<file path="config.mk">
export PLATFORM = sky130hd
export DESIGN_NAME = dnc_precedence_weighting
export DESIGN_NICKNAME = d
export VERILOG_FILES = /design/src/rtl/dnc_pkg.sv /design/src/rtl/dnc_element_if.sv /design/src/rtl/dnc_precedence_result.sv /design/src/rtl/dnc_precedence_update.sv /design/src/rtl/dnc_precedence_weighting.sv /design/src/rtl/dnc_weighting_sequencer.sv
export VERILOG_INCLUDE_DIRS = /design/src /design/src/rtl
export SDC_FILE = /design/constraint.sdc
export NUM_CORES = 1
export LEC_CHECK = 0
export ABC_AREA = 1
export BUFFER_PORTS_ARGS = -buffer_cell sky130_fd_sc_hd__buf_2
export CAP_MARGIN = 20
export CORE_MARGIN = 5
export CORE_UTILIZATION = 63
export DETAILED_ROUTE_END_ITERATION = 7
export MAX_ROUTING_LAYER = met4
export PLACE_DENSITY = 0.8
export SYNTH_ARGS = -nofsm -noshare
export SYNTH_HDL_FRONTEND = slang
export SYNTH_SLANG_ARGS = --single-unit
</file>
<file path="constraint.sdc">
create_clock -name CLK -period 7.2 [get_ports CLK]
set_clock_uncertainty 0.2 [all_clocks]
set_input_delay 0.72 -clock CLK [delete_from_list [all_inputs] [get_ports CLK]]
set_output_delay 0.72 -clock CLK [all_outputs]
set_load 0.1 [all_outputs]
</file>
<file path="src/rtl/dnc_settings.svh">
/*
  DNC precedence weighting, global settings
  Word format and vector length limits used by the RTL and the testbench
*/

`ifndef DNC_SETTINGS_SVH
`define DNC_SETTINGS_SVH

////////////////////////////////////////////////////////////////////////////
// Number format
////////////////////////////////////////////////////////////////////////////

// Width of one weight or precedence word
`define DNC_WEIGHT_BITS 16
// Unsigned fixed point, all bits below the unit bit
`define DNC_FRAC_BITS 15
// Fixed-point 1.0
`define DNC_ONE 32768

// Largest vector length N
`define DNC_MAX_N 16

`endif

</file>
<file path="src/rtl/dnc_pkg.sv">
/*
  DNC precedence weighting package
  Word, index and length types and the sequencer phase encoding
*/

`include "dnc_settings.svh"

package dnc_pkg;

  // One weight or precedence value, unsigned fixed point
  typedef logic [`DNC_WEIGHT_BITS-1:0] weight_t;

  // Element position 0 to N-1
  typedef logic [$clog2(`DNC_MAX_N)-1:0] index_t;

  // Vector length 1 to N, one bit wider than an index
  typedef logic [$clog2(`DNC_MAX_N+1)-1:0] count_t;

  // Sequencer phases
  // idle      waits for start
  // collect_w takes the N write weights
  // collect_p takes the N previous precedence values
  typedef enum logic [1:0] {
    idle,
    collect_w,
    collect_p
  } phase_e;

endpackage

</file>
<file path="src/rtl/dnc_element_if.sv">
/*
  Indexed vector element bus
  One element per clock while enable is high, no handshake back
*/

`timescale 1ns/1ps

interface dnc_element_if;

  // Element strobe
  logic             enable;
  // Position of the element in the vector
  dnc_pkg::index_t  index;
  // Element value
  dnc_pkg::weight_t data;
  // Marks element N-1
  logic             last;

  modport source (
    output enable,
    output index,
    output data,
    output last
  );

  modport sink (
    input enable,
    input index,
    input data,
    input last
  );

endinterface

</file>
<file path="src/rtl/dnc_precedence_result.sv">
/*
  DNC precedence weighting, result stage
  Adds the write weight to the decayed precedence, clips at 1.0 and
  drives the output stream with the completion pulse
*/

`timescale 1ns/1ps
`include "dnc_settings.svh"

module dnc_precedence_result (
  input  logic             CLK,
  input  logic             RST,
  input  logic             term_enable,
  input  logic             term_last,
  input  dnc_pkg::weight_t decayed_p,
  input  dnc_pkg::weight_t w_term,
  output dnc_pkg::weight_t p_out,
  output logic             p_out_enable,
  output logic             ready
);

  localparam logic [`DNC_WEIGHT_BITS:0] sum_one = `DNC_ONE;
  localparam dnc_pkg::weight_t weight_one = `DNC_ONE;

  // One carry bit above the word
  logic [`DNC_WEIGHT_BITS:0] sum_full;
  dnc_pkg::weight_t          sum_sat;

  ////////////////////////////////////////////////////////////////////////////
  // Add and saturate
  ////////////////////////////////////////////////////////////////////////////

  assign sum_full = {1'b0, decayed_p} + {1'b0, w_term};
  // A weighting never exceeds 1.0
  assign sum_sat  = (sum_full > sum_one) ? weight_one : sum_full[`DNC_WEIGHT_BITS-1:0];

  ////////////////////////////////////////////////////////////////////////////
  // Output register
  ////////////////////////////////////////////////////////////////////////////

  always_ff @(posedge CLK or posedge RST) begin
    if (RST) begin
      p_out        <= '0;
      p_out_enable <= 1'b0;
      ready        <= 1'b0;
    end else begin
      p_out_enable <= term_enable;
      // Completion rides with element N-1
      ready        <= term_last;
      if (term_enable) begin
        p_out <= sum_sat;
      end
    end
  end

endmodule

</file>
<file path="src/rtl/dnc_precedence_update.sv">
/*
  DNC precedence weighting, update stage
  Buffers the write weights by index and forms gate * p_old for each
  precedence element, paired with the matching weight
*/

`timescale 1ns/1ps
`include "dnc_settings.svh"

module dnc_precedence_update (
  input  logic             CLK,
  input  logic             RST,
  dnc_element_if.sink      w_bus,
  dnc_element_if.sink      p_bus,
  input  dnc_pkg::weight_t gate,
  output logic             term_enable,
  output logic             term_last,
  output dnc_pkg::weight_t decayed_p,
  output dnc_pkg::weight_t w_term
);

  localparam int prod_bits = 2 * `DNC_WEIGHT_BITS;

  // Write weights of the current request
  dnc_pkg::weight_t       w_buf [`DNC_MAX_N];
  // Full weight vector is in the buffer
  logic                   w_loaded;
  logic [prod_bits-1:0]   product;

  ////////////////////////////////////////////////////////////////////////////
  // Weight buffer
  ////////////////////////////////////////////////////////////////////////////

  always_ff @(posedge CLK) begin
    if (w_bus.enable) begin
      w_buf[w_bus.index] <= w_bus.data;
    end
  end

  // Set by the last w, cleared by the last p
  always_ff @(posedge CLK or posedge RST) begin
    if (RST) begin
      w_loaded <= 1'b0;
    end else if (w_bus.enable && w_bus.last) begin
      w_loaded <= 1'b1;
    end else if (p_bus.enable && p_bus.last) begin
      w_loaded <= 1'b0;
    end
  end

  ////////////////////////////////////////////////////////////////////////////
  // Decay multiply
  ////////////////////////////////////////////////////////////////////////////

  // Gate is at most 1.0, so the shifted product fits one word
  assign product = prod_bits'(gate) * prod_bits'(p_bus.data);

  always_ff @(posedge CLK or posedge RST) begin
    if (RST) begin
      term_enable <= 1'b0;
      term_last   <= 1'b0;
    end else begin
      // p before the weights are complete carries no valid term
      term_enable <= p_bus.enable && w_loaded;
      term_last   <= p_bus.enable && p_bus.last && w_loaded;
    end
  end

  // Truncating shift back to 15 fraction bits
  always_ff @(posedge CLK) begin
    decayed_p <= product[`DNC_FRAC_BITS +: `DNC_WEIGHT_BITS];
    w_term    <= w_buf[p_bus.index];
  end

endmodule

</file>
<file path="src/rtl/dnc_precedence_weighting.sv">
/*
  DNC precedence weighting, top level
  p_new(j) = (1 - sum w) * p_old(j) + w(j), streamed one element per strobe
  Sequencer, update and result stages joined by element buses
*/

`timescale 1ns/1ps

module dnc_precedence_weighting (
  input  logic             CLK,
  input  logic             RST,

  // Request control
  input  logic             start,
  output logic             ready,
  input  dnc_pkg::count_t  size_n_in,

  // Write weight stream
  input  logic             w_in_enable,
  input  dnc_pkg::weight_t w_in,

  // Previous precedence stream
  input  logic             p_in_enable,
  input  dnc_pkg::weight_t p_in,

  // New precedence stream
  output logic             p_out_enable,
  output dnc_pkg::weight_t p_out
);

  // Tagged element buses
  dnc_element_if w_bus ();
  dnc_element_if p_bus ();

  // Retention gate
  dnc_pkg::weight_t gate;

  // Update to result terms
  logic             term_enable;
  logic             term_last;
  dnc_pkg::weight_t decayed_p;
  dnc_pkg::weight_t w_term;

  ////////////////////////////////////////////////////////////////////////////
  // Stages
  ////////////////////////////////////////////////////////////////////////////

  dnc_weighting_sequencer u_sequencer (
    .CLK         (CLK),
    .RST         (RST),
    .start       (start),
    .size_n_in   (size_n_in),
    .w_in_enable (w_in_enable),
    .p_in_enable (p_in_enable),
    .w_in        (w_in),
    .p_in        (p_in),
    .w_bus       (w_bus.source),
    .p_bus       (p_bus.source),
    .gate        (gate)
  );

  dnc_precedence_update u_update (
    .CLK         (CLK),
    .RST         (RST),
    .w_bus       (w_bus.sink),
    .p_bus       (p_bus.sink),
    .gate        (gate),
    .term_enable (term_enable),
    .term_last   (term_last),
    .decayed_p   (decayed_p),
    .w_term      (w_term)
  );

  dnc_precedence_result u_result (
    .CLK          (CLK),
    .RST          (RST),
    .term_enable  (term_enable),
    .term_last    (term_last),
    .decayed_p    (decayed_p),
    .w_term       (w_term),
    .p_out        (p_out),
    .p_out_enable (p_out_enable),
    .ready        (ready)
  );

endmodule

</file>
<file path="src/rtl/dnc_weighting_sequencer.sv">
/*
  DNC precedence weighting, request sequencer
  Decodes start and length, steps through the w and p streams,
  tags each element with index and last, and forms the retention
  gate 1.0 minus the saturated weight sum
*/

`timescale 1ns/1ps
`include "dnc_settings.svh"

module dnc_weighting_sequencer (
  input  logic             CLK,
  input  logic             RST,
  input  logic             start,
  input  dnc_pkg::count_t  size_n_in,
  input  logic             w_in_enable,
  input  logic             p_in_enable,
  input  dnc_pkg::weight_t w_in,
  input  dnc_pkg::weight_t p_in,
  dnc_element_if.source    w_bus,
  dnc_element_if.source    p_bus,
  output dnc_pkg::weight_t gate
);

  // Sum of up to N words needs log2(N) extra bits
  localparam int sum_bits = `DNC_WEIGHT_BITS + $clog2(`DNC_MAX_N);
  localparam logic [sum_bits-1:0] sum_one = `DNC_ONE;
  localparam dnc_pkg::weight_t weight_one = `DNC_ONE;

  dnc_pkg::phase_e     phase;
  dnc_pkg::count_t     size_n;
  dnc_pkg::index_t     elem_cnt;
  logic [sum_bits-1:0] w_sum;
  logic                gate_load;
  logic                elem_last;
  logic                w_accept;
  logic                p_accept;
  dnc_pkg::weight_t    w_sum_sat;

  // Capture stage, shared by both streams
  logic                cap_w_enable;
  logic                cap_p_enable;
  logic                cap_last;
  dnc_pkg::index_t     cap_index;
  dnc_pkg::weight_t    cap_data;

  ////////////////////////////////////////////////////////////////////////////
  // Element accept and position decode
  ////////////////////////////////////////////////////////////////////////////

  // Strobes outside their phase are dropped
  assign w_accept  = (phase == dnc_pkg::collect_w) && w_in_enable;
  assign p_accept  = (phase == dnc_pkg::collect_p) && p_in_enable;
  // Counter sits on element N-1
  assign elem_last = ((dnc_pkg::count_t'(elem_cnt) + 5'd1) == size_n);

  // Sum clipped at 1.0 so the gate never goes negative
  assign w_sum_sat = (w_sum > sum_one) ? weight_one : w_sum[`DNC_WEIGHT_BITS-1:0];

  ////////////////////////////////////////////////////////////////////////////
  // Phase FSM, counter, weight sum and gate
  ////////////////////////////////////////////////////////////////////////////

  always_ff @(posedge CLK or posedge RST) begin
    if (RST) begin
      phase        <= dnc_pkg::idle;
      size_n       <= '0;
      elem_cnt     <= '0;
      w_sum        <= '0;
      gate_load    <= 1'b0;
      gate         <= '0;
      cap_w_enable <= 1'b0;
      cap_p_enable <= 1'b0;
    end else begin
      cap_w_enable <= w_accept;
      cap_p_enable <= p_accept;
      // Gate follows one edge after the last w lands in the sum
      gate_load    <= w_accept && elem_last;
      if (gate_load) begin
        gate <= weight_one - w_sum_sat;
      end
      case (phase)
        dnc_pkg::idle: begin
          if (start) begin
            size_n   <= size_n_in;
            elem_cnt <= '0;
            w_sum    <= '0;
            phase    <= dnc_pkg::collect_w;
          end
        end
        dnc_pkg::collect_w: begin
          if (w_in_enable) begin
            w_sum <= w_sum + sum_bits'(w_in);
            if (elem_last) begin
              // Counter rewinds for the p stream
              elem_cnt <= '0;
              phase    <= dnc_pkg::collect_p;
            end else begin
              elem_cnt <= elem_cnt + dnc_pkg::index_t'(1);
            end
          end
        end
        dnc_pkg::collect_p: begin
          if (p_in_enable) begin
            if (elem_last) begin
              elem_cnt <= '0;
              phase    <= dnc_pkg::idle;
            end else begin
              elem_cnt <= elem_cnt + dnc_pkg::index_t'(1);
            end
          end
        end
        default: phase <= dnc_pkg::idle;
      endcase
    end
  end

  // Element payload, tagged with its position
  always_ff @(posedge CLK) begin
    cap_index <= elem_cnt;
    cap_last  <= elem_last;
    cap_data  <= (phase == dnc_pkg::collect_p) ? p_in : w_in;
  end

  ////////////////////////////////////////////////////////////////////////////
  // Bus drive, one cycle after the sampling edge
  ////////////////////////////////////////////////////////////////////////////

  always_ff @(posedge CLK or posedge RST) begin
    if (RST) begin
      w_bus.enable <= 1'b0;
      p_bus.enable <= 1'b0;
    end else begin
      w_bus.enable <= cap_w_enable;
      p_bus.enable <= cap_p_enable;
    end
  end

  // Both buses carry the same payload, only the strobe differs
  always_ff @(posedge CLK) begin
    w_bus.index <= cap_index;
    w_bus.data  <= cap_data;
    w_bus.last  <= cap_last;
    p_bus.index <= cap_index;
    p_bus.data  <= cap_data;
    p_bus.last  <= cap_last;
  end

endmodule

</file>
==> results.yml <==
run_status:
  outcome: "completed"
clock_network:
  clkSinkCount: 403
  cts_tree: "yes"
  clk_latency_ps: 590
  cts_resized: 0
  clk_pin_slew_worst_paths_ps: 60
  numCtsBuffers: 42
  cts-root-buf: "clkbuf_16"
  post-cts-setup-buffer-count: 0
  cts_max_level: 2
  clockBufferDepth: 3
detailed_routing:
  route.vias.total: 18600
  drt_iter0_drc: 1740
  finalWirelength_um: 62400
  wl_per_cell_um: 19.7
  ant_nets: 0
  drc: 0
  first_pass_iters: 6
  viasPerCell: 5.86
grt:
  gr-total-overflow: 0
  grt_max_degree: 74
  grt_antenna_before_repair: 0
  grt_first_pass_wirelength_um: 101000
  grt_pass1_vias: 19200
  grt_usage: 0.298
cells_and_area:
  layout-drive-gt1-share: 0.0767
  fillers: 2856
  diodes: 0
  area_growth_syn_to_layout_pct: 9.08
  final_cells: 3171
  fin_nets: 2984
  regArea_um2: 11000
  multi_input_area_um2: 11800
critical_path:
  crit_chain: "nand2_1, fa_1, fa_1, inv_1, fa_1, fa_1, fa_1, inv_1, fa_1, inv_1, ha_1, nand2_1, nor2_1, inv_1, nor3_1, nand3_1, nand3_1, a21oi_1, xor2_1"
  critical_path_class: "reg2reg"
  endpoint_kind: "flop"
  r2r-end: "u_update.decayed_p[13]$_DFF_P_"
  cp_max_fo: 17
  crit_required_ps: 7460
  cp.arrival_ps: 6270
  r2r_start: "u_sequencer.gate[14]$_DFFE_PP0P_"
  crit_top_cell: "fa_1"
  critical_path.slowest_cell: "dfrtp_1"
  r2r_slack_ps: 1190
  reg2reg_depth: 19
  cp-start-kind: "flop"
  slowest_delay_ps: 840
pwr:
  p_leak_uw: 0.0130
  ir_worst_vdd_uv: 361
  comb_power_share: 0.562
  seq_power_share: 0.266
  pwr_density_cell_nw_per_um2: 468
  clkPwrFrac: 0.173
  p_switching_uw: 6070
  p_int_uw: 6710
  p_total_uw: 12800
  power.share.switching: 0.475
timing:
  period_needed_ps: 6010
  period_share: 0.834
  slew_violations: 0
  hold_viol_final: 0
  worst_slew_pin_slew_ps: 1110
  worst_slack_ps: 1190
  setup_tns_ps: 0
  rsz0062_at_grt: "false"
  fmax_mhz: 166
  slew_headroom: 0.255
  setup-violations-final: 0
min_path:
  holdPathEnd: "u_sequencer.p_bus.data[13]$_DFF_P_"
  hold_path_depth: 0
  worstHoldStart: "u_sequencer.cap_data[13]$_DFF_P_"
  min_path_type: "reg2reg"
logic_synthesis:
  synthCells: 2578
  yosysTopAreaCell: "edfxtp_1"
  ys_seq_area_frac: 0.439
  ys_seq_elements: 403
  syn_nets: 2949
  avgSynthCellArea_um2: 9.72
  ys_warn_count: 0
  synth_area_leaders: "edfxtp_1 31%, fa_1 15%, nand2_1 8.5%"
  synth_cell_type_count: 51
  synth_area_um2: 25100
  yosysTopAreaCellShare: 0.307
floorplanning:
  coreArea_um2: 39500
  die_h_um: 209
  die_w_um: 209
  num_io_pins: 60
  rows: 73
  start_util: 0.634
  dieArea_um2: 43900
place:
  pre_cts_ws_ps: 1280
  gp_congestion: 0.956
  place_inst: 3088
  io_buffers: 59
  hpwl_um: 44800
run:
  max_cap_violations: 0
-- critical path: cells and delay by family (launching register included) --
kind / cells / cell delay, ps
buffers and inverters: 4 / 220
adders and majority gates: 7 / 3470
AOI/OAI and AO/OA: 1 / 110
xor gates and xnor gates: 1 / 140
and+or+nand+nor: 6 / 900
DFF: 1 / 840
-- state kept, by name, indices dropped and copies added (netlist names), 5 cells and up --
name	flops
u_update.decayed_p	16
u_sequencer.gate	16
u_result.p_out	16
u_sequencer.w_sum	20
u_sequencer.p_bus.data	16
u_sequencer.cap_data	16
u_sequencer.size_n	5
u_update.w_buf	256
u_update.w_term	16
-- how the worst max path moves through the flow --
stage / startpoint / end
6_report: u_sequencer.gate[14]$_DFFE_PP0P_ / u_update.decayed_p[13]$_DFF_P_
5_1_grt: u_sequencer.p_bus.data[7]$_DFF_P_ / u_update.decayed_p[0]$_DFF_P_
4_1_cts: u_sequencer.gate[14]$_DFFE_PP0P_ / u_update.decayed_p[13]$_DFF_P_
3_5_place_dp: u_sequencer.gate[14]$_DFFE_PP0P_ / u_update.decayed_p[13]$_DFF_P_
3_3_place_gp: u_sequencer.p_bus.data[7]$_DFF_P_ / u_update.decayed_p[0]$_DFF_P_
2_1_floorplan: u_sequencer.p_bus.data[2]$_DFF_P_ / u_update.decayed_p[14]$_DFF_P_
-- logic make-up after synthesis --
kind of cell | after synthesis | synth area share
simple gates | 831 | 0.136
buf+inv | 587 | 0.0906
flops | 403 | 0.439
compound gates | 377 | 0.0923
fa+ha+maj | 329 | 0.222
xor+xnor | 30 | 0.0105
mux | 21 | 0.00939
-- Yosys cell counts, drive strengths merged --
cell type      n
a31oi          5
nand4         20
and2           4
o21a           2
o41ai          3
a211oi         3
inv          472
o22ai         10
or2            1
o221a          1
o21ai         65
dlygate4sd3    2
a22oi        128
a21boi         2
xnor2         13
clkbuf        84
a22o           1
nor4           3
a21oi        141
and3           1
dfxtp         74
clkinv         1
o221ai         1
xor2          17
dfrtp         73
mux2          20
fa           194
a21o           6
ha           135
nand3b         1
edfxtp       256
nand3         90
buf           28
mux2i          1
nand2        567
o31ai          2
nor2         120
o21bai         5
or4           16
nor3           8
o211ai         2
-- metal layers --
metal,part of all wire,global-route usage,wire [µm]
met1,0.38,0.369,23700
met2,0.49,0.488,30500
met3,0.075,0.0442,4650
met4,0.056,0.142,3500
met5,0,-,0
-- repair_timing --
item                       4_1_cts  5_1_grt
hold endpoints to repair         0       10
hold buffers                     0        1
setup endpoints to repair        0        0
-- cell usage in the layout, fill, tap and decap left out, drive strengths merged, types with 5 or more instances in the layout --
master	count
nand2	567
inv	475
edfxtp	256
fa	194
a21oi	141
ha	135
a22oi	128
nor2	120
buf	104
nand3	90
dfxtp	74
dfrtp	73
o21ai	65
clkbuf	55
nand4	20
mux2	20
xor2	17
or4	16
xnor2	13
clkinv	12
o22ai	10
nor3	8
a21o	6
o21bai	5
a31oi	5
-- area by class of cell --
| type | count | area share |
|---|---|---|
| Sequential cell | 403 | 0.402 |
| Timing Repair Buffer | 105 | 0.0254 |
| Tap cell | 525 | 0.0240 |
| Clock inverter | 22 | 0.00993 |
| Inverter | 473 | 0.0650 |
| Clock buffer | 55 | 0.0414 |
| Multi-Input combinational cell | 1588 | 0.432 |
-- stage by stage --
stage	util	cell area (µm²)	hold WS (ps)
3_3_place_gp	0.653	25800	110
2_1_floorplan	-	25100	110
6_report	0.691	27300	126
5_1_grt	0.691	27300	124
3_5_place_dp	0.653	25800	113
4_1_cts	0.689	27200	125
-- power by group through the flow --
stage	sequential, µW	combinational, µW	clock [µW]
final	3400	7180	2210
after global routing	3430	8250	2330
after CTS	3380	7140	2230
after detailed placement	3430	7080	0
after global placement	3410	6880	0
after floorplan	3230	5370	0
(Power assumes the default switching activity.)
